==> src/hdl/bpred_cfg.svh <==
`ifndef BPRED_CFG_SVH
`define BPRED_CFG_SVH

// Branch predictor sizing

// Width of a PC or a branch target
`define BP_XLEN 32

// Sets held by each way
`define BP_SETS 16

// Index bits, log2 of the set count
`define BP_INDEX_W 4

// Ways per set
`define BP_WAYS 4

// PC bits above the index and the two byte-offset bits
`define BP_TAG_W 26

`endif

==> src/hdl/rv_addr_pkg.sv <==
`include "bpred_cfg.svh"

package rv_addr_pkg;

  // Instructions are word aligned
  // Low PC bits below the set index
  localparam int PC_OFS_W = 2;

  // Fetch PC, update PC or branch target
  typedef logic [`BP_XLEN-1:0] pc_t;

  // Set index
  // Taken from the PC bits just above the byte offset
  typedef logic [`BP_INDEX_W-1:0] btb_index_t;

  // Tag stored with each entry
  // All PC bits above the index
  typedef logic [`BP_TAG_W-1:0] btb_tag_t;

endpackage

==> src/hdl/bpred_if_buffer.sv <==
`timescale 1ns/10ps
`include "bpred_cfg.svh"

module bpred_if_buffer
  import rv_addr_pkg::*;
(
  input  logic clk,
  input  logic rst,
  input  logic if_id_stall,
  input  logic if_id_flush,
  input  logic hit_if,
  input  logic taken_if,
  input  pc_t  target_if,
  output logic hit_id,
  output logic taken_id,
  output pc_t  target_id
);

  // IF/ID copy of the prediction
  // Zero-latency BTB lookup, so the register lives here
  logic hit_q;
  logic taken_q;
  pc_t  target_q;

  always_ff @(posedge clk) begin
    // Flush is checked first and beats stall
    if (rst || if_id_flush) begin
      hit_q    <= 1'b0;
      taken_q  <= 1'b0;
      target_q <= '0;
    end else if (!if_id_stall) begin
      hit_q    <= hit_if;
      taken_q  <= taken_if;
      target_q <= target_if;
    end
  end

  assign hit_id    = hit_q;
  assign taken_id  = taken_q;
  assign target_id = target_q;

  // Flushed slot carries no prediction into ID
  a_flush_clears: assert property (@(posedge clk) disable iff (rst)
    if_id_flush |=> !hit_id)
    else $error("bpred_if_buffer: hit_id set after flush");

  // Stalled stage holds its prediction unless flushed
  a_stall_holds: assert property (@(posedge clk) disable iff (rst)
    (if_id_stall && !if_id_flush) |=> $stable({hit_id, taken_id, target_id}))
    else $error("bpred_if_buffer: ID prediction moved during stall");

endmodule

==> config.mk <==
export PLATFORM = sky130hd
export DESIGN_NAME = bpred_if_buffer
export DESIGN_NICKNAME = d
export VERILOG_FILES = /design/src/hdl/rv_addr_pkg.sv /design/src/hdl/bpred_if_buffer.sv
export VERILOG_INCLUDE_DIRS = /design/src /design/src/hdl
export SDC_FILE = /design/constraint.sdc
export NUM_CORES = 1
export LEC_CHECK = 0
export ABC_CLOCK_PERIOD_IN_PS = 1100
export BUFFER_PORTS_ARGS = -buffer_cell sky130_fd_sc_hd__buf_2
export CORE_MARGIN = 1
export CORE_UTILIZATION = 35
export CTS_BUF_LIST = sky130_fd_sc_hd__clkbuf_8
export DETAILED_ROUTE_END_ITERATION = 16
export PLACE_DENSITY = 0.66
export SLEW_MARGIN = 40
export SYNTH_ARGS = -nofsm -noshare
export SYNTH_HDL_FRONTEND = slang
export SYNTH_SLANG_ARGS = --single-unit
==> constraint.sdc <==
create_clock -name clk -period 1.1 [get_ports clk]
set_clock_uncertainty 0.15 [all_clocks]
set_input_delay 0.11 -clock clk [delete_from_list [all_inputs] [get_ports clk]]
set_output_delay 0.11 -clock clk [all_outputs]
set_load 0.02 [all_outputs]
==> impl_metrics.yaml <==
place:
  hpwlAfterDp_um: 1870
  place_congestion: 0.637
  io_buffers: 71
  placedCellCount: 224
run:
  max_cap_viol_count: 0
logic_synthesis:
  synth_cell_types: 7
  yosys.area.top_type: "dfxtp_1"
  synth_fp_nets: 149
  synth.area.top_cells: "dfxtp_1 (54%), mux2i_1 (27%), nor2_1 (10%)"
  ys_ff_latch: 34
  synth_top_area_share_pct: 54.3
  synth_area_um2: 1250
  yosysWarnings: 0
  ys_seq_area_share_pct: 54.3
  avgSynthCellArea_um2: 11.3
  synth_cells: 111
finish:
  drive_gt1_share_pct: 37.7
  nFillCells: 281
  stdcell_count: 266
  insertedDiodeCount: 0
  syn_to_final_growth_pct: 64.7
  finalNetCount: 257
sta:
  rsz0062_at_grt: "false"
  slew_viol_final: 0
  final.setup.tns_ps: 0
  final_hold_viol_count: 0
  min_period_ps: 1050
  relSlewSlack_pct: 87.2
  fmaxAchievable_mhz: 955
  setup_viol: 0
  finalCritPeriodShare_pct: 95.2
  tightest_slew_ps: 187
floorplan:
  dieArea_um2: 3820
  core_region_area_um2: 3390
  boundaryPins: 72
  die_h_um: 61.8
  start_util_pct: 37.0
  row_count: 21
  die_w_um: 61.8
route:
  dr.pass1.iters: 3
  avgViaCountPerCell: 4.30
  totalWireLength_um: 2960
  antenna_left: 0
  remaining_drc_errors: 0
  via_count: 1143
  drt_iter0_markers: 43
  avgRoutedWirePerCell_um: 11.1
critical_path:
  critical_path_class: "flop to output port"
  cp_slowest_stage_delay_ps: 340
  crit_buf_inv: 1
  cp.arrival_ps: 790
  required_ps: 840
  crit_path_start_kind: "flop"
  path_max_fanout: 2
  crit_path_end_kind: "output port"
  cp_top_family: "flip-flops"
  crit_chain: "buf_2"
  slowest_stage: "dfxtp_1"
clocking:
  clockBufferDepth: 2
  cts_tree: "done"
  clk_latency_ps: 280
  cts_root_buf: "clkbuf_8"
  cts_buffers: 5
  post-cts-setup-buffer-count: 0
  htreeDepth: 2
  cts_sinks: 34
  clk_pin_slew_ps: 70
status:
  outcome: "finished, final reports clean"
worst_hold_path:
  hold_path_class: "input port to flop"
power_and_ir_drop:
  p_leak_nw: 1.07
  p_per_area_nw_per_um2: 1270
  ir_drop_mv: 0.880
global_route:
  track_usage_pct: 16.2
  antenna_found_initial: 0
  first_global_vias: 1094
  grt_max_degree: 22
  grt_overflow: 0
  grt_pass1_wl_um: 4350
-- layout make-up --
cell class / instances / area (um2) / area share (%)
clock buffers: 6 / 82.6 / 4.00
clock inverters: 2 / 12.5 / 0.606
multi-input cells: 69 / 474 / 23.0
flip-flops and latches: 34 / 681 / 33.0
well taps: 46 / 57.6 / 2.79
repair buffers: 109 / 756 / 36.6
-- flip-flops by register name, indices dropped and copies added (netlist names) --
signal and flops:
target_id 32, taken_id 1, hit_id 1
-- cells by family after synthesis --
group / after synthesis / share of synthesized area (%)
flops: 34 / 54.3
buf+inv: 8 / 7.79
mux: 34 / 27.2
simple gates: 35 / 10.7
-- stage by stage --
step | utilization (%) | setup WS [ps] | area, um2 | hold WS [ps] | power (W)
final | 60.9 | 52.8 | 2060 | 161 | 0.00263
after global routing | 60.9 | 3.83 | 2060 | 185 | 0.00277
after CTS | 60.7 | 43.0 | 2060 | 163 | 0.00266
after detailed placement | 47.9 | 94.2 | 1620 | 205 | 0.00164
after global placement | 47.9 | 129 | 1620 | 190 | 0.00163
after floorplan | - | 198 | 1250 | 104 | 0.00153
-- report_power, final --
group	internal (W)	switching, W	total, W
clock	0.000502	0.000423	0.000925
combinational	0.000233	0.000182	0.000415
sequential	0.00127	0.0000189	0.00129
-- per-layer routing --
layer  GRT usage, %  share of wire [%]  up-vias
met1           14.0                 38      518
met5              0                  0        -
met2           32.0                 55       40
li1               -                  -      578
met4           8.25                2.1        0
met3           6.00                4.8        7
-- final timing paths --
check,start,to,slack [ps],cells past startpoint
setup / recovery,target_id[30]$_SDFFE_PP0N_,target_id[30],50,1
hold / removal,rst,target_id[13]$_SDFFE_PP0N_,160,4
setup reg to reg,target_id[22]$_SDFFE_PP0N_,target_id[22]$_SDFFE_PP0N_,290,2
hold reg to reg,target_id[0]$_SDFFE_PP0N_,target_id[0]$_SDFFE_PP0N_,340,2
-- timing repair --
action / in CTS / in global routing
gates resized for setup: 0 / 2
setup endpoints to repair: 0 / 2
hold buffers: 34 / 0
endpoints found under the hold margin: 34 / 0
-- placed cells by master (no fill, tap or decap) --
cell / n
or2_1: 1
buf_2: 69
buf_4: 4
buf_12: 2
clkinv_2: 1
nor2_1: 34
mux2i_1: 34
dfxtp_1: 34
clkinvlp_4: 1
dlygate4sd3_1: 34
clkbuf_8: 6
-- synth_stat cells, drive strengths merged --
cell	instances
nor2	34
buf	8
mux2i	34
or2	1
dfxtp	34
No activity file was read; power rests on OpenSTA's default activity.
