<file path="config.mk">
export PLATFORM = sky130hd
export DESIGN_NAME = btb_way
export DESIGN_NICKNAME = d
export VERILOG_FILES = /design/src/hdl/rv_addr_pkg.sv /design/src/hdl/bpred_state_pkg.sv /design/src/hdl/btb_way.sv
export VERILOG_INCLUDE_DIRS = /design/src /design/src/hdl
export SDC_FILE = /design/constraint.sdc
export NUM_CORES = 1
export LEC_CHECK = 0
export BUFFER_PORTS_ARGS = -buffer_cell sky130_fd_sc_hd__buf_2
export CORE_MARGIN = 2
export CORE_UTILIZATION = 50
export DETAILED_ROUTE_END_ITERATION = 10
export GPL_ROUTABILITY_DRIVEN = 0
export PLACE_DENSITY_LB_ADDON = 0.2
export SYNTH_ARGS = -nofsm -noshare
export SYNTH_HDL_FRONTEND = slang
export SYNTH_SLANG_ARGS = --single-unit
</file>
<file path="constraint.sdc">
create_clock -name clk -period 12.8 [get_ports clk]
set_clock_uncertainty 0.2 [all_clocks]
set_input_delay 2.56 -clock clk [delete_from_list [all_inputs] [get_ports clk]]
set_output_delay 2.56 -clock clk [all_outputs]
set_load 0.05 [all_outputs]
</file>
<file path="src/hdl/bpred_cfg.svh">
`ifndef BPRED_CFG_SVH
`define BPRED_CFG_SVH

// Branch predictor sizing

// Width of a PC or a branch target
`define BP_XLEN 32

// Sets held by each way
`define BP_SETS 16

// Index bits, log2 of the set count
`define BP_INDEX_W 4

// Ways per set
`define BP_WAYS 4

// PC bits above the index and the two byte-offset bits
`define BP_TAG_W 26

`endif

</file>
<file path="src/hdl/rv_addr_pkg.sv">
`include "bpred_cfg.svh"

package rv_addr_pkg;

  // Instructions are word aligned
  // Low PC bits below the set index
  localparam int PC_OFS_W = 2;

  // Fetch PC, update PC or branch target
  typedef logic [`BP_XLEN-1:0] pc_t;

  // Set index
  // Taken from the PC bits just above the byte offset
  typedef logic [`BP_INDEX_W-1:0] btb_index_t;

  // Tag stored with each entry
  // All PC bits above the index
  typedef logic [`BP_TAG_W-1:0] btb_tag_t;

endpackage

</file>
<file path="src/hdl/bpred_state_pkg.sv">
`include "bpred_cfg.svh"

package bpred_state_pkg;

  // Two-bit saturating direction counter
  // Training moves one step toward the branch outcome
  // The upper two states predict taken
  typedef enum logic [1:0] {
    strong_nt = 2'b00,
    weak_nt   = 2'b01,
    weak_t    = 2'b10,
    strong_t  = 2'b11
  } bp_ctr_e;

  // One bit per way
  // Carries lookup hits, update matches and write enables
  typedef logic [`BP_WAYS-1:0] way_vec_t;

endpackage

</file>
<file path="src/hdl/btb_way.sv">
`timescale 1ns/10ps
`include "bpred_cfg.svh"

module btb_way
  import rv_addr_pkg::*;
  import bpred_state_pkg::*;
(
  input  logic       clk,
  input  logic       rst,
  input  btb_index_t lk_index,
  input  btb_index_t upd_index,
  input  btb_tag_t   lk_tag,
  input  btb_tag_t   upd_tag,
  input  logic       we,
  input  logic       upd_taken,
  input  pc_t        upd_target,
  output logic       lk_hit,
  output logic       lk_taken,
  output logic       upd_match,
  output pc_t        lk_target
);

  // Entry storage, one slot per set
  logic     valid_q  [`BP_SETS];
  btb_tag_t tag_q    [`BP_SETS];
  pc_t      target_q [`BP_SETS];
  bp_ctr_e  ctr_q    [`BP_SETS];

  // Counters read at the lookup and update indices
  bp_ctr_e  lk_ctr;
  bp_ctr_e  upd_ctr;

  // One saturating step toward the outcome
  function automatic bp_ctr_e ctr_step(input bp_ctr_e cur, input logic taken);
    bp_ctr_e nxt;
    case (cur)
      strong_nt: nxt = taken ? weak_nt  : strong_nt;
      weak_nt:   nxt = taken ? weak_t   : strong_nt;
      weak_t:    nxt = taken ? strong_t : weak_nt;
      strong_t:  nxt = taken ? strong_t : weak_t;
      default:   nxt = weak_t;
    endcase
    return nxt;
  endfunction

  // Lookup path, purely combinational
  assign lk_ctr    = ctr_q[lk_index];
  assign lk_hit    = valid_q[lk_index] && (tag_q[lk_index] == lk_tag);
  // Taken only when the entry is really there
  assign lk_taken  = lk_hit && ((lk_ctr == weak_t) || (lk_ctr == strong_t));
  assign lk_target = target_q[lk_index];

  // Update path compare
  assign upd_ctr   = ctr_q[upd_index];
  assign upd_match = valid_q[upd_index] && (tag_q[upd_index] == upd_tag);

  // Valid bits
  always_ff @(posedge clk) begin
    if (rst) begin
      for (int s = 0; s < `BP_SETS; s++) begin
        valid_q[s] <= 1'b0;
      end
    end else if (we) begin
      valid_q[upd_index] <= 1'b1;
    end
  end

  // Tag, target and counter
  // Written at the edge ending the strobe, so same-cycle lookups see old data
  always_ff @(posedge clk) begin
    if (we) begin
      if (upd_match) begin
        // Train the resident entry
        ctr_q[upd_index] <= ctr_step(upd_ctr, upd_taken);
        // Keep the old target on a not-taken outcome
        if (upd_taken) begin
          target_q[upd_index] <= upd_target;
        end
      end else begin
        // Fresh allocation starts weakly taken
        tag_q[upd_index]    <= upd_tag;
        target_q[upd_index] <= upd_target;
        ctr_q[upd_index]    <= weak_t;
      end
    end
  end

endmodule

</file>
==> metrics.cfg, run 1 <==
[synthesis]
synth_top_area_cell = edfxtp_1
ys_warn_count = 0
synth_edf_count = 960
seq_area_frac_synth_pct = 70.3
synth_commonest_cells = edfxtp_1 (960), mux4_2 (381), mux2i_1 (79)
synth_area_leaders = edfxtp_1 (70%), mux4_2 (21%), mux2i_1 (1.9%)
synth_flop_cell = edfxtp_1
synth_nets = 2009
avgSynthCellArea_sq_um = 21.7
synth_seq_cells = 976
postSynthCellCount = 1913
async_reset_ff_share_pct = 0
netlist.area_leader.share_pct = 69.5
yosysMostFrequentCell = edfxtp_1
synth.distinct_cells = 55
syn_area_sq_um = 41500

[timing]
drv_slew = 0
relSlewSlack_pct = 25.2
fmax_mhz = 105
fin_crit_sh_pct = 74.6
setup-tns-final_ns = 0
tightest_slew_ns = 1.12
finalHoldViolCount = 0
setup_viol = 0
grt_setup_unrepaired = false
finalCriticalPeriod_ns = 9.54

[job]
max_cap_violations = 0

[clock_tree]
clkLatencyLatePin_ns = 0.67
numCtsBuffers = 101
clock-root-buffer = clkbuf_16
clock_path_buffers = 3
clock-sinks = 976
ctsResizeCount = 0
cts_setup_buffers = 0
cts_tree = built
clkSlewWorstSetupHoldPaths_ns = 0.05
htreeDepth = 3
ctsHoldBuffers = 0

[worst_setup_path]
critPathKind = input port to primary output
start_kind = input port
crit_arrival_ns = 6.78
startpoint = lk_index[1]
cp_top_family = buffers and inverters
cp_max_fo = 99
crit_chain = buf_8 -> buf_4 -> mux4_2 -> mux2i_1 -> o221ai_1 -> o21ai_0 -> nand4_1 -> or3_1 -> nor4_2 -> and2_1 -> buf_2
endpoint_kind = primary output
rr_startpoint = tag_q[13][13]
cpPeakStageDelay_ns = 0.77
slowest_stage = buf_4
cp.required_ns = 10.04
cp.buffers_inverters = 3

[final_layout]
layoutNonFillerInstCount = 3238
nets = 2174
fillers = 5934
area_growth_pct = 13.0
multiInputGateArea_sq_um = 11900
seq_area_sq_um = 29100
drive_gt1_share_pct = 35.4

[die]
dieWidth_um = 292
dieHeight_um = 292
num_rows = 105
die_area_sq_um = 85200
start_util_pct = 50.5
coreArea_sq_um = 82100
io_pins = 131

[routing]
drc_errors = 0
ant_nets = 0
vias_per_cell = 6.51
wl_per_cell_um = 32.6
drtIter0Drc = 2651
vias = 21100
drt-total-wl_um = 105000
firstDrtPassIters = 7

[grt]
antenna_found_initial = 10
grt_max_degree = 109
grt_usage_pct = 25.1
gr-total-overflow = 0
grt_first_pass_wirelength_um = 154000
first_global_vias = 22100

[power]
peakVddDrop_mv = 0.118
leakagePower_uw = 0.0149
power.density_nw_per_um2 = 150

[worst_hold_path]
hold_class = register to register
hold_start = valid_q[11]

[placed_design]
numPortBuffers = 130
dp_hpwl_um = 58500
post-place-cells = 3045

[outcome]
outcome = completed

layout make-up:
cell class	instances	area share, %
Tap cell	1070	2.86
Multi-Input combinational cell	799	25.4
Clock buffer	134	5.79
Sequential cell	976	62.2
Inverter	20	0.160
Clock inverter	55	1.21
Antenna cell	4	0.0214
Timing Repair Buffer	180	2.33
metal layers:
layer	wire length [um]	GRT usage [%]	vias up
met5	34	0	-
met4	2910	7.15	6
met3	7610	4.47	197
met2	54000	42.7	940
met1	40900	33.4	11300
li1	-	-	8593
worst paths after layout:
| path | slack (ns) | cells after the start | endpoint |
|---|---|---|---|
| worst max register to register | 7.81 | 10 | tag_q[4][20] |
| worst max-delay path | 3.26 | 11 | lk_taken |
| worst min-delay path | 0.30 | 2 | valid_q[11] |
| worst min register to register | 0.30 | 2 | valid_q[11] |
cell usage in the layout, fill, tap and decap left out, types with 6 or more instances in the layout:
cell type	Yosys	routed
dfxtp_1	16	16
nor2b_1	6	6
mux2i_1	79	79
inv_1	17	17
nand3_1	11	11
mux4_2	381	381
nor2_1	60	60
o22ai_1	19	19
mux2_2	26	26
buf_2	46	123
nor3_2	0	16
a21oi_1	12	12
nand4_1	13	13
buf_4	16	51
clkinv_1	1	24
clkinv_2	0	14
xnor2_1	35	35
xor2_1	16	16
a21boi_4	0	16
clkbuf_16	0	101
a22oi_1	15	15
clkbuf_8	0	6
o21ai_0	10	10
a221oi_1	11	11
bufinv_16	0	8
nand2_1	19	19
edfxtp_1	960	960
clkbuf_1	35	27
power by group:
part	switching (uW)	internal [uW]
clock network	1220	1660
logic	328	216
registers	20.9	3580
total	1570	5450
kinds of logic (layout without fill, tap and decap cells):
kind of cell | count (synthesis) | count (layout) | share of synthesized area, %
compound gates | 116 | 116 | 2.06
xor+xnor | 51 | 51 | 1.08
fa+ha+maj | 1 | 1 | 0.0241
buf+inv | 138 | 389 | 1.59
flops | 976 | 976 | 70.3
mux | 486 | 486 | 23.3
other cells | 0 | 4 | 0
simple gates | 145 | 145 | 1.64
flip-flops by register name, indices dropped and copies added, names as in the netlist:
register and count:
target_q 512, valid_q 16, ctr_q 32, tag_q 416
worst reg2reg max path: stages (launching register included):
cell and delay [ns]:
edfxtp_1 0.39, mux4_2 0.47, mux2i_1 0.26, xor2_1 0.67
nand4_1 0.34, a222oi_1 0.33, nand4_1 0.40, inv_2 0.21
buf_4 0.66, nor3_2 0.37, buf_4 0.39
metrics by stage:
step	cell area [sq um]	hold slack, ns	util [%]	setup WS [ns]	power (uW)
3_3_place_gp	43600	0.268	53.1	3.21	4200
5_1_grt	46800	0.301	57.1	2.88	7240
3_5_place_dp	43600	0.281	53.1	3.14	4210
2_1_floorplan	41500	0.252	-	3.83	4020
6_report	46900	0.300	57.1	3.26	7020
4_1_cts	46800	0.295	57.1	3.11	7070
Note: power is estimated with default switching activity, not from simulation.
==> inputs of run 2 (changes only) <==
==> constraint.sdc (replaced) <==
create_clock -name clk -period 9 [get_ports clk]
set_clock_uncertainty 0.2 [all_clocks]
set_input_delay 1.8 -clock clk [delete_from_list [all_inputs] [get_ports clk]]
set_output_delay 1.8 -clock clk [all_outputs]
set_load 0.05 [all_outputs]
==> run 2 against run 1 <==
Compared with the run above:
- non-clock buffer count grew 26
- sequential cell count is the same
- first-iteration DRC count shrank 18%
- sequential share of layout area shrank 0.30 points
- sequential power grew 42%
- final area grew 0.48%
- clock power grew 44%
- utilization grew 0.28 points
- critical path depth shrank 1
- die area is the same
- worst setup slack lost 1.9 ns
- clock-buffer cell count shrank 7
- highest routed layer unchanged
==> metrics.cfg, run 2 (synthesized netlist as in run 1, its figures left out) <==
[clock_tree]
htreeDepth = 3
clkSlewWorstSetupHoldPaths_ns = 0.06
numCtsBuffers = 100
clock-sinks = 976
clock-root-buffer = clkbuf_16
clock_path_buffers = 3
cts_setup_buffers = 0
ctsHoldBuffers = 0
ctsResizeCount = 0
cts_tree = built
clkLatencyLatePin_ns = 0.68

[placed_design]
dp_hpwl_um = 61300
place_ws_ns = 1.37
numPortBuffers = 130
post-place-cells = 3071

[timing]
finalCriticalPeriod_ns = 7.61
drv_slew = 0
setup_viol = 0
fmax_mhz = 131
finalHoldViolCount = 0
grt_setup_unrepaired = false
layout_setup_ws_ns = 1.39
setup-tns-final_ns = 0
tightest_slew_ns = 1.16
fin_crit_sh_pct = 84.5
relSlewSlack_pct = 22.6

[grt]
grt_usage_pct = 25.2
antenna_found_initial = 10
first_global_vias = 22500
gr-total-overflow = 0
grt_first_pass_wirelength_um = 155000
grt_max_degree = 91

[routing]
drt-total-wl_um = 106000
drc_errors = 0
vias_per_cell = 6.53
ant_nets = 0
firstDrtPassIters = 6
drtIter0Drc = 2186
vias = 21300
wl_per_cell_um = 32.6

[worst_setup_path]
crit_arrival_ns = 5.61
critPathKind = input port to primary output
cpPeakStageDelay_ns = 0.61
start_kind = input port
endpoint_kind = primary output
cp_top_family = simple AND/OR/NAND/NOR gates
cp.required_ns = 7.00
crit_top_cell = mux2i_1
cp_max_fo = 61
crit_chain = buf_8 -> mux4_2 -> mux2i_1 -> o22ai_1 -> mux2i_1 -> nand4_1 -> or3_1 -> nor4_2 -> and2_1 -> buf_2
cp.buffers_inverters = 2
slowest_stage = mux4_2

[die]
io_pins = 131
num_rows = 105
coreArea_sq_um = 82100
start_util_pct = 50.5
die_area_sq_um = 85200
dieHeight_um = 292
dieWidth_um = 292

[final_layout]
layoutNonFillerInstCount = 3258
nets = 2199
drive_gt1_share_pct = 36.2
final_cell_mix = edfxtp_1 (960), mux4_2 (381), buf_2 (123), clkbuf_16 (100), mux2i_1 (79)
regMostFlops = target_q
post-route-util_pct = 57.3
mostFrequentLayoutCell = edfxtp_1
area_growth_pct = 13.6
biggestRegsByFlops = target_q x512, tag_q x416, ctr_q x32
largest_register_ffs = 512

[worst_hold_path]
hold_class = register to register

[power]
peakVddDrop_mv = 0.148
leakagePower_uw = 0.0151
power.density_nw_per_um2 = 213
finalPower_uw = 10000

[outcome]
outcome = completed

[job]
max_cap_violations = 0

[run 2: cell types whose count changed in the layout (fill, tap and decap cells not counted), sizes merged]
cell and change:
diode -2, clkinvlp +2, clkbuf -7, inv -3, bufinv +3, clkinv +1
buf +26
[run 2: worst min-delay path, stage by stage (launching register included)]
cell and delay [ns]:
dfxtp_1 0.32, nor2_1 0.10, nor2_1 0.04
[run 2: report_power, final]
group	total [uW]	leakage, uW	internal [uW]	switching [uW]
Clock	4140	0.00158	2390	1750
Sequential	5120	0.00880	5090	30.0
Combinational	778	0.00467	311	467
[run 2: area by class of cell]
class	count	area [sq um]
multi-input cells	799	11900
inverters	20	75.1
clock buffers	127	2620
fillers	5904	35000
flip-flops and latches	976	29100
repair buffers	206	1310
well taps	1070	1340
clock inverters	58	666
diodes	2	5.00
[run 2: worst paths after layout]
path	end	start	cells past startpoint	slack [ns]
worst max-delay path	lk_taken	lk_index[0]	10	1.39
worst min register to register	valid_q[7]	valid_q[7]	2	0.30
worst min-delay path	valid_q[7]	valid_q[7]	2	0.30
worst max register to register	target_q[4][14]	tag_q[1][21]	10	4.34
[run 2: per-layer routing]
layer | GRT usage (%) | share of wire (%)
met5 | 0 | 0.047
met4 | 10.3 | 4.3
met3 | 4.41 | 7.1
met2 | 42.5 | 50
met1 | 32.9 | 38
[run 2: per-stage QoR]
step / hold WS [ns] / area (sq um)
finish: 0.304 / 47100
global route: 0.322 / 47100
CTS: 0.299 / 47100
global placement: 0.269 / 43800
detailed placement: 0.287 / 43800
floorplan: 0.252 / 41500
