`src/hdl/bpred_cfg.svh`:
```
`ifndef BPRED_CFG_SVH
`define BPRED_CFG_SVH

// Branch predictor sizing

// Width of a PC or a branch target
`define BP_XLEN 32

// Sets held by each way
`define BP_SETS 16

// Index bits, log2 of the set count
`define BP_INDEX_W 4

// Ways per set
`define BP_WAYS 4

// PC bits above the index and the two byte-offset bits
`define BP_TAG_W 26

`endif

```
`src/hdl/rv_addr_pkg.sv`:
```
`include "bpred_cfg.svh"

package rv_addr_pkg;

  // Instructions are word aligned
  // Low PC bits below the set index
  localparam int PC_OFS_W = 2;

  // Fetch PC, update PC or branch target
  typedef logic [`BP_XLEN-1:0] pc_t;

  // Set index
  // Taken from the PC bits just above the byte offset
  typedef logic [`BP_INDEX_W-1:0] btb_index_t;

  // Tag stored with each entry
  // All PC bits above the index
  typedef logic [`BP_TAG_W-1:0] btb_tag_t;

endpackage

```
`src/hdl/bpred_state_pkg.sv`:
```
`include "bpred_cfg.svh"

package bpred_state_pkg;

  // Two-bit saturating direction counter
  // Training moves one step toward the branch outcome
  // The upper two states predict taken
  typedef enum logic [1:0] {
    strong_nt = 2'b00,
    weak_nt   = 2'b01,
    weak_t    = 2'b10,
    strong_t  = 2'b11
  } bp_ctr_e;

  // One bit per way
  // Carries lookup hits, update matches and write enables
  typedef logic [`BP_WAYS-1:0] way_vec_t;

endpackage

```
`src/hdl/btb_index.sv`:
```
`timescale 1ns/10ps
`include "bpred_cfg.svh"

module btb_index
  import rv_addr_pkg::*;
  import bpred_state_pkg::*;
(
  input  logic       clk,
  input  logic       rst,
  input  pc_t        fetch_pc,
  input  pc_t        upd_pc,
  input  logic       upd_valid,
  input  logic       upd_taken,
  input  way_vec_t   upd_match,
  output btb_index_t lk_index,
  output btb_index_t upd_index,
  output btb_tag_t   lk_tag,
  output btb_tag_t   upd_tag,
  output way_vec_t   way_we
);

  // Victim pointer width, enough to name any way
  localparam int VIC_W = (`BP_WAYS > 1) ? $clog2(`BP_WAYS) : 1;

  // Round-robin victim pointer per set
  logic [VIC_W-1:0] victim_q [`BP_SETS];
  logic [VIC_W-1:0] victim_cur;
  logic             alloc;

  // PC split for the lookup and for the update
  assign lk_index  = fetch_pc[PC_OFS_W +: `BP_INDEX_W];
  assign lk_tag    = fetch_pc[`BP_XLEN-1 -: `BP_TAG_W];
  assign upd_index = upd_pc[PC_OFS_W +: `BP_INDEX_W];
  assign upd_tag   = upd_pc[`BP_XLEN-1 -: `BP_TAG_W];

  // Pointer of the set being updated
  assign victim_cur = victim_q[upd_index];

  // Taken miss claims the victim way
  // Not-taken misses leave the set alone
  assign alloc = upd_valid && upd_taken && (upd_match == '0);

  always_comb begin
    way_we = '0;
    if (upd_valid) begin
      if (upd_match != '0) begin
        // Existing entry gets trained
        way_we = upd_match;
      end else if (upd_taken) begin
        way_we[victim_cur] = 1'b1;
      end
    end
  end

  // Advance the set's pointer after each allocation, wrapping at the last way
  always_ff @(posedge clk) begin
    if (rst) begin
      for (int s = 0; s < `BP_SETS; s++) begin
        victim_q[s] <= '0;
      end
    end else if (alloc) begin
      if (victim_cur == VIC_W'(`BP_WAYS - 1)) begin
        victim_q[upd_index] <= '0;
      end else begin
        victim_q[upd_index] <= victim_cur + 1'b1;
      end
    end
  end

  // At most one way is written per update
  a_we_onehot: assert property (@(posedge clk) disable iff (rst) $onehot0(way_we))
    else $error("btb_index: write enable %b is not one-hot", way_we);

endmodule

```
`config.mk`:
```
export PLATFORM = sky130hd
export DESIGN_NAME = btb_index
export DESIGN_NICKNAME = d
export VERILOG_FILES = /design/src/hdl/rv_addr_pkg.sv /design/src/hdl/bpred_state_pkg.sv /design/src/hdl/btb_index.sv
export VERILOG_INCLUDE_DIRS = /design/src /design/src/hdl
export SDC_FILE = /design/constraint.sdc
export NUM_CORES = 1
export LEC_CHECK = 0
export ABC_AREA = 1
export ABC_CLOCK_PERIOD_IN_PS = 2300
export BUFFER_PORTS_ARGS = -buffer_cell sky130_fd_sc_hd__buf_2
export CELL_PAD_IN_SITES_DETAIL_PLACEMENT = 0
export CELL_PAD_IN_SITES_GLOBAL_PLACEMENT = 1
export CORE_MARGIN = 2
export CORE_UTILIZATION = 30
export DETAILED_ROUTE_END_ITERATION = 10
export HOLD_SLACK_MARGIN = 0.1
export PLACE_DENSITY_LB_ADDON = 0.1
export SLEW_MARGIN = 25
export SYNTH_ARGS = -nofsm -noshare
export SYNTH_HDL_FRONTEND = slang
export SYNTH_SLANG_ARGS = --single-unit
```
`constraint.sdc`:
```
create_clock -name clk -period 2.3 [get_ports clk]
set_input_delay 0.23 -clock clk [delete_from_list [all_inputs] [get_ports clk]]
set_output_delay 0.23 -clock clk [all_outputs]
set_load 0.05 [all_outputs]
```
==> metrics.log, run 1 <==
INFO  metric run_status = completed
INFO  metric crit_arrival = 1910 ps
INFO  metric cts_made_buffers = 5
INFO  metric timing.clock.skew = 6.64 ps
INFO  metric area_growth = 0.657%
INFO  metric maxSlewHeadroom = 0.561
INFO  metric grt_start_max_net_pins = 17
INFO  metric yosysWarningCount = 0
INFO  metric sum_of_overflow_across_all_layers_after_global_routing = 0
INFO  metric floorplan.die.height = 91.3 um
INFO  metric cp.required = just over 2000 ps
INFO  metric place_area = 0.00217 mm^2
INFO  metric drcViolationCount = 0
INFO  metric p_leak = 0.000993 uW
INFO  metric cts_tree = yes
INFO  metric floorplan.rows = 31
INFO  metric vias = 1504
INFO  metric grt_pass1_wl = 8.19 mm
INFO  metric synth_area_leaders = sky130_fd_sc_hd__edfxtp_1 (42%), sky130_fd_sc_hd__buf_4 (20%), sky130_fd_sc_hd__nand2_1 (12%)
INFO  metric crit_fanout = 7
INFO  metric design.die.area = 0.00833 mm^2
INFO  metric report.final.setup_viol = 0
INFO  metric core_area = 0.00733 mm^2
INFO  metric power_density = 608 mW/mm^2
INFO  metric max_clock_freq = between 400 and 500 MHz
INFO  metric drt_iter0_drc = 46
INFO  metric die_width = approximately 91 um
INFO  metric drv_cap = 0
INFO  metric synthCells = 267
INFO  metric cts_root_buffer = sky130_fd_sc_hd__clkbuf_8
INFO  metric final_critical_path_setup_slack = 162 ps
INFO  metric dpl_worst_slack = -41.9 ps
INFO  metric hpwl = a little under 4 mm
INFO  metric antenna-diode-count = 0
INFO  metric clock_insertion_delay_worst_skew = 290 ps
INFO  metric mappedNetlistNets = 343
INFO  metric io_pins = 136
INFO  metric crit_path_start_kind = input pin
INFO  metric number_of_antenna_violations_at_the_first_check_in_global_routing = 0
INFO  metric registers_with_the_most_flip_flops = victim_q (32)
INFO  metric layout_worst_path_cycle_share = 0.930
INFO  metric mostFrequentLayoutCells = sky130_fd_sc_hd__nand2_1 (74), sky130_fd_sc_hd__edfxtp_1 (32), sky130_fd_sc_hd__nor2_1 (26), sky130_fd_sc_hd__buf_4 (26)
INFO  metric timing.hold.worst.class = in2out
INFO  metric slew_viol_final = 0
INFO  metric cp-end-kind = primary output
INFO  metric cts.htree.levels = 2
INFO  metric cts_setup_buffers = 0
INFO  metric sequential_element_share_of_the_synthesized_area = 0.420
INFO  metric clock-sinks = 32
INFO  metric gp_routability_congestion = 0.699
INFO  metric grt_pass1_vias = 1515
INFO  metric avgViaCountPerCell = about 4.3
INFO  metric starting_density_of_the_core = 0.312
INFO  metric irDropWorstVdd = 0.194 mV
INFO  metric ys_types = 20
INFO  metric synthesis.area_per_instance = 8.56 um^2
INFO  metric io_buffers = 19
INFO  metric wire_per_inst = 14.9 um
INFO  metric worst_slew_pin_slew = 658 ps
INFO  metric drtPass1Iterations = 4
INFO  metric layout_min_cycle_time = 2140 ps
INFO  metric rsz_0062_raised_after_global_routing = false
INFO  metric number_of_synthesized_register_bits = 32
INFO  metric grt_usage = 0.130
INFO  metric layout.cells.most_common = sky130_fd_sc_hd__nand2_1
INFO  metric top_register = victim_q
INFO  metric final_area = roughly 0.0023 mm^2
INFO  metric nNetsFinal = 326
INFO  metric largest_register_ff_count = 32
INFO  metric drive_gt1_frac = 0.295
INFO  metric finalWirelength = approximately 5.2 mm
INFO  metric max-clock-path-buffers = 2
INFO  metric netlist_area = approximately 0.0023 mm^2
INFO  metric final_hold_viol_count = 0
INFO  metric timing_worst_setup_path_type = in2out
INFO  metric antenna_violating_nets_post_route = 0
INFO  metric synthDominantAreaCellType = sky130_fd_sc_hd__edfxtp_1
INFO  metric synth.top_cell.area_share = 0.420
## kinds of logic after synthesis
logic type,Yosys count,synth area share
compound gates,12,0.0350
simple gates,137,0.275
flops,32,0.420
buf+inv,82,0.248
fa+ha+maj,4,0.0219
## metrics by stage
stage | power, uW | hold slack, ps | setup TNS, ps | std cells | utilization
finish | 1400 | 460 | 0 | 350 | 0.314
global route | 1470 | 460 | 0 | 350 | 0.314
CTS | 1420 | 460 | 0 | 350 | 0.312
detailed placement | 864 | 460 | -462 | 342 | 0.297
global placement | 865 | 460 | -47.5 | 342 | 0.297
floorplan | 1060 | 524 | 0 | 267 | -
## final timing paths
path / from / to / slack (ps) / cells after the start
worst max-delay path: upd_pc[2] / way_we[3] / 160 / 13
worst max register to register: victim_q[12][1] / victim_q[6][0] / 240 / 10
worst min register to register: victim_q[0][0] / victim_q[11][0] / 1270 / 10
worst min-delay path: fetch_pc[26] / lk_tag[20] / 460 / 0
## power breakdown
part / internal [uW] / switching [uW] / leakage (uW) / total [uW]
sequential: 658 / 5.72 / 0.000331 / 664
combinational: 65.1 / 122 / 0.000608 / 187
clock: 321 / 228 / 0.0000541 / 549
total: 1040 / 356 / 0.000993 / 1400
## routing by layer
layer | vias up | global-route usage | share of wire
li1 | 765 | - | -
met1 | 675 | 0.168 | 0.47
met2 | 35 | 0.197 | 0.45
met3 | 29 | 0.0382 | 0.052
met4 | 0 | 0.0682 | 0.033
met5 | - | 0 | 0
## timing repair
item / CTS / global route
resized for setup: 0 / 9
hold buffers: 0 / 0
endpoints found under the setup margin: 0 / 4
## worst max-delay path: stages
cell and delay [ps]:
sky130_fd_sc_hd__buf_2 190, sky130_fd_sc_hd__nand2_1 70, sky130_fd_sc_hd__inv_1 230, sky130_fd_sc_hd__a22oi_1 160
sky130_fd_sc_hd__nand2_1 80, sky130_fd_sc_hd__nand2_1 40, sky130_fd_sc_hd__nand2_1 120, sky130_fd_sc_hd__inv_1 50
sky130_fd_sc_hd__nand2_1 80, sky130_fd_sc_hd__ha_1 220, sky130_fd_sc_hd__nand2_1 80, sky130_fd_sc_hd__a21oi_2 110
sky130_fd_sc_hd__clkbuf_4 230
## synth_stat cells
master,number
sky130_fd_sc_hd__clkbuf_1,1
sky130_fd_sc_hd__inv_1,15
sky130_fd_sc_hd__nor2_4,1
sky130_fd_sc_hd__nor2_1,28
sky130_fd_sc_hd__buf_6,4
sky130_fd_sc_hd__buf_4,61
sky130_fd_sc_hd__nand4_2,1
sky130_fd_sc_hd__nand2_1,74
sky130_fd_sc_hd__nor3_4,1
sky130_fd_sc_hd__ha_1,4
sky130_fd_sc_hd__a21oi_1,4
sky130_fd_sc_hd__a22oi_1,8
sky130_fd_sc_hd__inv_2,1
sky130_fd_sc_hd__nor4_4,1
sky130_fd_sc_hd__nand2_4,1
sky130_fd_sc_hd__edfxtp_1,32
sky130_fd_sc_hd__nand3_1,15
sky130_fd_sc_hd__nand2_2,2
sky130_fd_sc_hd__nor2_2,12
sky130_fd_sc_hd__nand3_2,1
## area by class of cell
type	count	area [um^2]
flip-flops and latches	32	961
clock inverters	3	42.5
well taps	99	124
multi-input cells	153	767
fillers	792	5030
inverters	16	60.1
clock buffers	5	68.8
repair buffers	42	278
(Power assumes the default switching activity.)
==> inputs of run 2 (changes only) <==
--- a/config.mk
+++ b/config.mk
@@ -6,13 +6,12 @@
 export SDC_FILE = /design/constraint.sdc
 export NUM_CORES = 1
 export LEC_CHECK = 0
-export ABC_AREA = 1
 export ABC_CLOCK_PERIOD_IN_PS = 2300
 export BUFFER_PORTS_ARGS = -buffer_cell sky130_fd_sc_hd__buf_2
 export CELL_PAD_IN_SITES_DETAIL_PLACEMENT = 0
 export CELL_PAD_IN_SITES_GLOBAL_PLACEMENT = 1
 export CORE_MARGIN = 2
-export CORE_UTILIZATION = 30
+export CORE_UTILIZATION = 32
 export DETAILED_ROUTE_END_ITERATION = 10
 export HOLD_SLACK_MARGIN = 0.1
 export PLACE_DENSITY_LB_ADDON = 0.1
==> metrics.log, run 2 <==
INFO  metric nNetsFinal = 259 (was 326)
INFO  metric mappedNetlistNets = 287 (was 343)
INFO  metric grt_pass1_wl = 8.49 mm (was 8.19 mm)
INFO  metric crit_fanout = 2 (was 7)
INFO  metric synth_enable_flop_cells = 32 (unchanged)
INFO  metric hpwl = 4.25 mm (was 3.93 mm)
INFO  metric ff_latch_area = 961 um^2 (unchanged)
INFO  metric layout.cells.most_common = sky130_fd_sc_hd__edfxtp_1 (was sky130_fd_sc_hd__nand2_1)
INFO  metric mostFrequentLayoutCells = sky130_fd_sc_hd__edfxtp_1 (32), sky130_fd_sc_hd__nand4_1 (19), sky130_fd_sc_hd__nand2b_1 (16), sky130_fd_sc_hd__buf_2 (15) (was sky130_fd_sc_hd__nand2_1 (74), sky130_fd_sc_hd__edfxtp_1 (32), sky130_fd_sc_hd__nor2_1 (26), sky130_fd_sc_hd__buf_4 (26))
INFO  metric area_growth = 10.8% (was 0.657%)
INFO  metric number_of_antenna_violations_at_the_first_check_in_global_routing = 0 (unchanged)
INFO  metric grt_use_met1 = 0.174 (was 0.168)
INFO  metric starting_density_of_the_core = 0.333 (was 0.312)
INFO  metric sum_of_overflow_across_all_layers_after_global_routing = 0 (unchanged)
INFO  metric slew_viol_final = 0 (unchanged)
INFO  metric layout_worst_path_cycle_share = 1.14 (was 0.930)
INFO  metric maxSlewHeadroom = 0.709 (was 0.561)
INFO  metric worst_slew_pin_slew = 437 ps (was 658 ps)
INFO  metric crit_path_start_kind = flop (was input pin)
INFO  metric io_pins = 136 (unchanged)
INFO  metric layout_min_cycle_time = 2620 ps (was 2140 ps)
INFO  metric die_width = 88.5 um (was 91.3 um)
INFO  metric timing.clock.skew = 3.02 ps (was 6.64 ps)
INFO  metric p_leak = 0.000824 uW (was 0.000993 uW)
INFO  metric drv_cap = 0 (unchanged)
INFO  metric sequential_element_share_of_the_synthesized_area = 0.420 (about the same)
INFO  metric grt_busiest_layer = met2 (unchanged)
INFO  metric crit_path_launch = victim_q[5][0] (was upd_pc[2])
INFO  metric placed_cells = 270 (was 342)
INFO  metric grt_pass1_vias = 1538 (was 1515)
INFO  metric antenna-diode-count = 0 (unchanged)
INFO  metric timing.hold.worst.class = in2out (unchanged)
INFO  metric drive_gt1_frac = 0.511 (was 0.295)
INFO  metric cts_made_buffers = 5 (unchanged)
INFO  metric largest_register_ff_count = 32 (unchanged)
INFO  metric overall_power_of_the_completed_layout = 1330 uW (was 1400 uW)
INFO  metric violated_checks = negative setup slack
INFO  metric final_critical_path_setup_slack = -322 ps (was 162 ps)
INFO  metric netlist_top_cells_count = sky130_fd_sc_hd__buf_4 (60), sky130_fd_sc_hd__edfxtp_1 (32), sky130_fd_sc_hd__nand4_1 (19) (was sky130_fd_sc_hd__nand2_1 (74), sky130_fd_sc_hd__buf_4 (61), sky130_fd_sc_hd__edfxtp_1 (32))
INFO  metric clk_pin_slew = 60 ps
INFO  metric floorplan.rows = 30 (was 31)
INFO  metric drcViolationCount = 0 (unchanged)
INFO  metric antenna_violating_nets_post_route = 0 (unchanged)
INFO  metric worst-r2r-cell-count = 9 (was 10)
INFO  metric grt_use_met2 = 0.241 (was 0.197)
INFO  metric postSynth.asyncResetShare = 0 (unchanged)
INFO  metric grt_usage = 0.150 (was 0.130)
INFO  metric clock-sinks = 32 (unchanged)
INFO  metric top_register = victim_q (unchanged)
INFO  metric final_area = 0.00253 mm^2 (was 0.00230 mm^2)
INFO  metric gp_routability_congestion = 0.765 (was 0.699)
INFO  metric place_area = 0.00215 mm^2 (was 0.00217 mm^2)
INFO  metric cp.required = 2070 ps (about the same)
INFO  metric wire_per_inst = 20.7 um (was 14.9 um)
INFO  metric ys_types = 26 (was 20)
INFO  metric met3_usage = 0.0504 (was 0.0382)
INFO  metric multiInputGateArea = 0.00109 mm^2 (was 767 um^2)
INFO  metric ys.flop_type = sky130_fd_sc_hd__edfxtp_1 (unchanged)
INFO  metric run_status = complete, but fails checks (was completed)
INFO  metric most_frequently_used_cell_type_in_the_post_synthesis_netlist = sky130_fd_sc_hd__buf_4 (was sky130_fd_sc_hd__nand2_1)
INFO  metric finalWirelength = 5.79 mm (was 5.21 mm)
INFO  metric worstReg2RegStart = victim_q[5][0] (was victim_q[12][1])
INFO  metric clock_insertion_delay_worst_skew = 280 ps (was 290 ps)
INFO  metric cts_root_buffer = sky130_fd_sc_hd__clkbuf_8 (unchanged)
INFO  metric cp-end-kind = primary output (unchanged)
INFO  metric io_buffers = 19 (unchanged)
INFO  metric drt_iter0_drc = 66 (was 46)
INFO  metric crit_arrival = 2390 ps (was 1910 ps)
INFO  metric synthDominantAreaCellType = sky130_fd_sc_hd__edfxtp_1 (unchanged)
INFO  metric vias = 1469 (was 1504)
INFO  metric floorplan.die.height = 88.5 um (was 91.3 um)
INFO  metric end_of_flow_core_utilization = 0.369 (was 0.314)
INFO  metric final_hold_viol_count = 0 (unchanged)
INFO  metric core_area = 0.00687 mm^2 (was 0.00733 mm^2)
INFO  metric totalNegativeSetupSlack = -8390 ps (was 0 ps)
INFO  metric synth.top_cell.area_share = 0.420 (about the same)
INFO  metric cts.htree.levels = 2 (unchanged)
INFO  metric avgViaCountPerCell = 5.25 (was 4.30)
INFO  metric rsz_0062_raised_after_global_routing = true (was false)
INFO  metric max_clock_freq = 381 MHz (was 468 MHz)
INFO  metric irDropWorstVdd = 0.175 mV (was 0.194 mV)
INFO  metric yosysWarningCount = 0 (unchanged)
INFO  metric stdcell_count = 280 (was 350)
INFO  metric registers_with_the_most_flip_flops = victim_q (32) (unchanged)
INFO  metric crit_path_end = way_we[3] (unchanged)
INFO  metric quantity_of_hold_fixing_buffers_added_after_cts = 0 (unchanged)
INFO  metric report.final.setup_viol = 36 (was 0)
INFO  metric synthesis.area_per_instance = 10.8 um^2 (was 8.56 um^2)
INFO  metric power_density = 524 mW/mm^2 (was 608 mW/mm^2)
INFO  metric netlist_area = 0.00229 mm^2 (about the same)
INFO  metric final.fill_count = 684 (was 792)
INFO  metric synthCells = 211 (was 267)
INFO  metric cts_tree = yes (unchanged)
INFO  metric max-clock-path-buffers = 2 (unchanged)
INFO  metric flop_to_flop_setup_slack = -260 ps (was 240 ps)
INFO  metric timing_worst_setup_path_type = reg2out (was in2out)
INFO  metric synth_area_leaders = sky130_fd_sc_hd__edfxtp_1 (42%), sky130_fd_sc_hd__buf_4 (20%), sky130_fd_sc_hd__mux4_2 (7.9%) (was sky130_fd_sc_hd__edfxtp_1 (42%), sky130_fd_sc_hd__buf_4 (20%), sky130_fd_sc_hd__nand2_1 (12%))
INFO  metric critical_register_to_register_path_endpoint = victim_q[11][0] (was victim_q[6][0])
INFO  metric design.die.area = 0.00784 mm^2 (was 0.00833 mm^2)
INFO  metric number_of_synthesized_register_bits = 32 (unchanged)
INFO  metric drtPass1Iterations = 4 (unchanged)
INFO  metric grt_start_max_net_pins = 24 (was 17)
==> run 2: cell types whose count changed after synthesis, sizes merged, moves of 15 or more <==
cell,before,now
nand2,77,1
nor2,41,18
nand4,1,19
inv,16,0
nand2b,0,16
nand3,16,1
nor3,1,16
==> run 2: where the power goes <==
part | internal, uW | total (uW) | leakage, uW | switching, uW
logic | 106 | 251 | 0.000454 | 144
clock network | 210 | 412 | 0.0000399 | 202
registers | 659 | 666 | 0.000330 | 6.87
total | 976 | 1330 | 0.000824 | 353
==> run 2: layout make-up <==
cell class | instances | share of cell area
flip-flops and latches | 32 | 0.379
well taps | 96 | 0.0474
multi-input cells | 108 | 0.431
repair buffers | 36 | 0.111
clock buffers | 7 | 0.0301
clock inverters | 1 | 0.00148
==> run 2: how the worst min path moves through the flow <==
stage,startpoint,endpoint,slack (ps),cells past startpoint
3_3_place_gp,upd_pc[30],upd_tag[24],460,0
3_5_place_dp,upd_pc[30],upd_tag[24],460,0
4_1_cts,upd_pc[30],upd_tag[24],460,0
6_report,upd_pc[19],upd_tag[13],460,0
2_1_floorplan,upd_taken,victim_q[15][1],530,2
5_1_grt,fetch_pc[5],lk_index[3],460,0
==> run 2: what timing repair did <==
action / CTS / global route
endpoints found under the setup margin: 36 / 36
resized for setup: 19 / 47
setup buffers: 2 / 0
pin swaps: 3 / 11
==> run 2: per-stage QoR <==
stage	hold WS, ps	worst slack [ps]
2_1_floorplan	533	-149
3_3_place_gp	460	-191
3_5_place_dp	460	-237
4_1_cts	460	-329
5_1_grt	460	-407
6_report	460	-322
==> run 2: layer usage <==
metal | vias to the layer above | routed length, um
met5 | - | 0
met4 | 0 | 243
met3 | 38 | 516
met2 | 92 | 2700
met1 | 690 | 2330
li1 | 649 | -
==> run 2: cell families after synthesis <==
group,Yosys count,synth area share
compound gates,4,0.0109
fa+ha+maj,4,0.0219
simple gates,88,0.232
flops,32,0.420
mux,12,0.0979
buf+inv,71,0.217
==> run 2: critical path: stages (launching register included) <==
cell	delay, ps
sky130_fd_sc_hd__edfxtp_1	410
sky130_fd_sc_hd__mux4_2	470
sky130_fd_sc_hd__mux2_4	290
sky130_fd_sc_hd__mux2_4	280
sky130_fd_sc_hd__buf_6	120
sky130_fd_sc_hd__ha_4	160
sky130_fd_sc_hd__a31oi_1	160
sky130_fd_sc_hd__nor2b_1	70
sky130_fd_sc_hd__buf_6	150
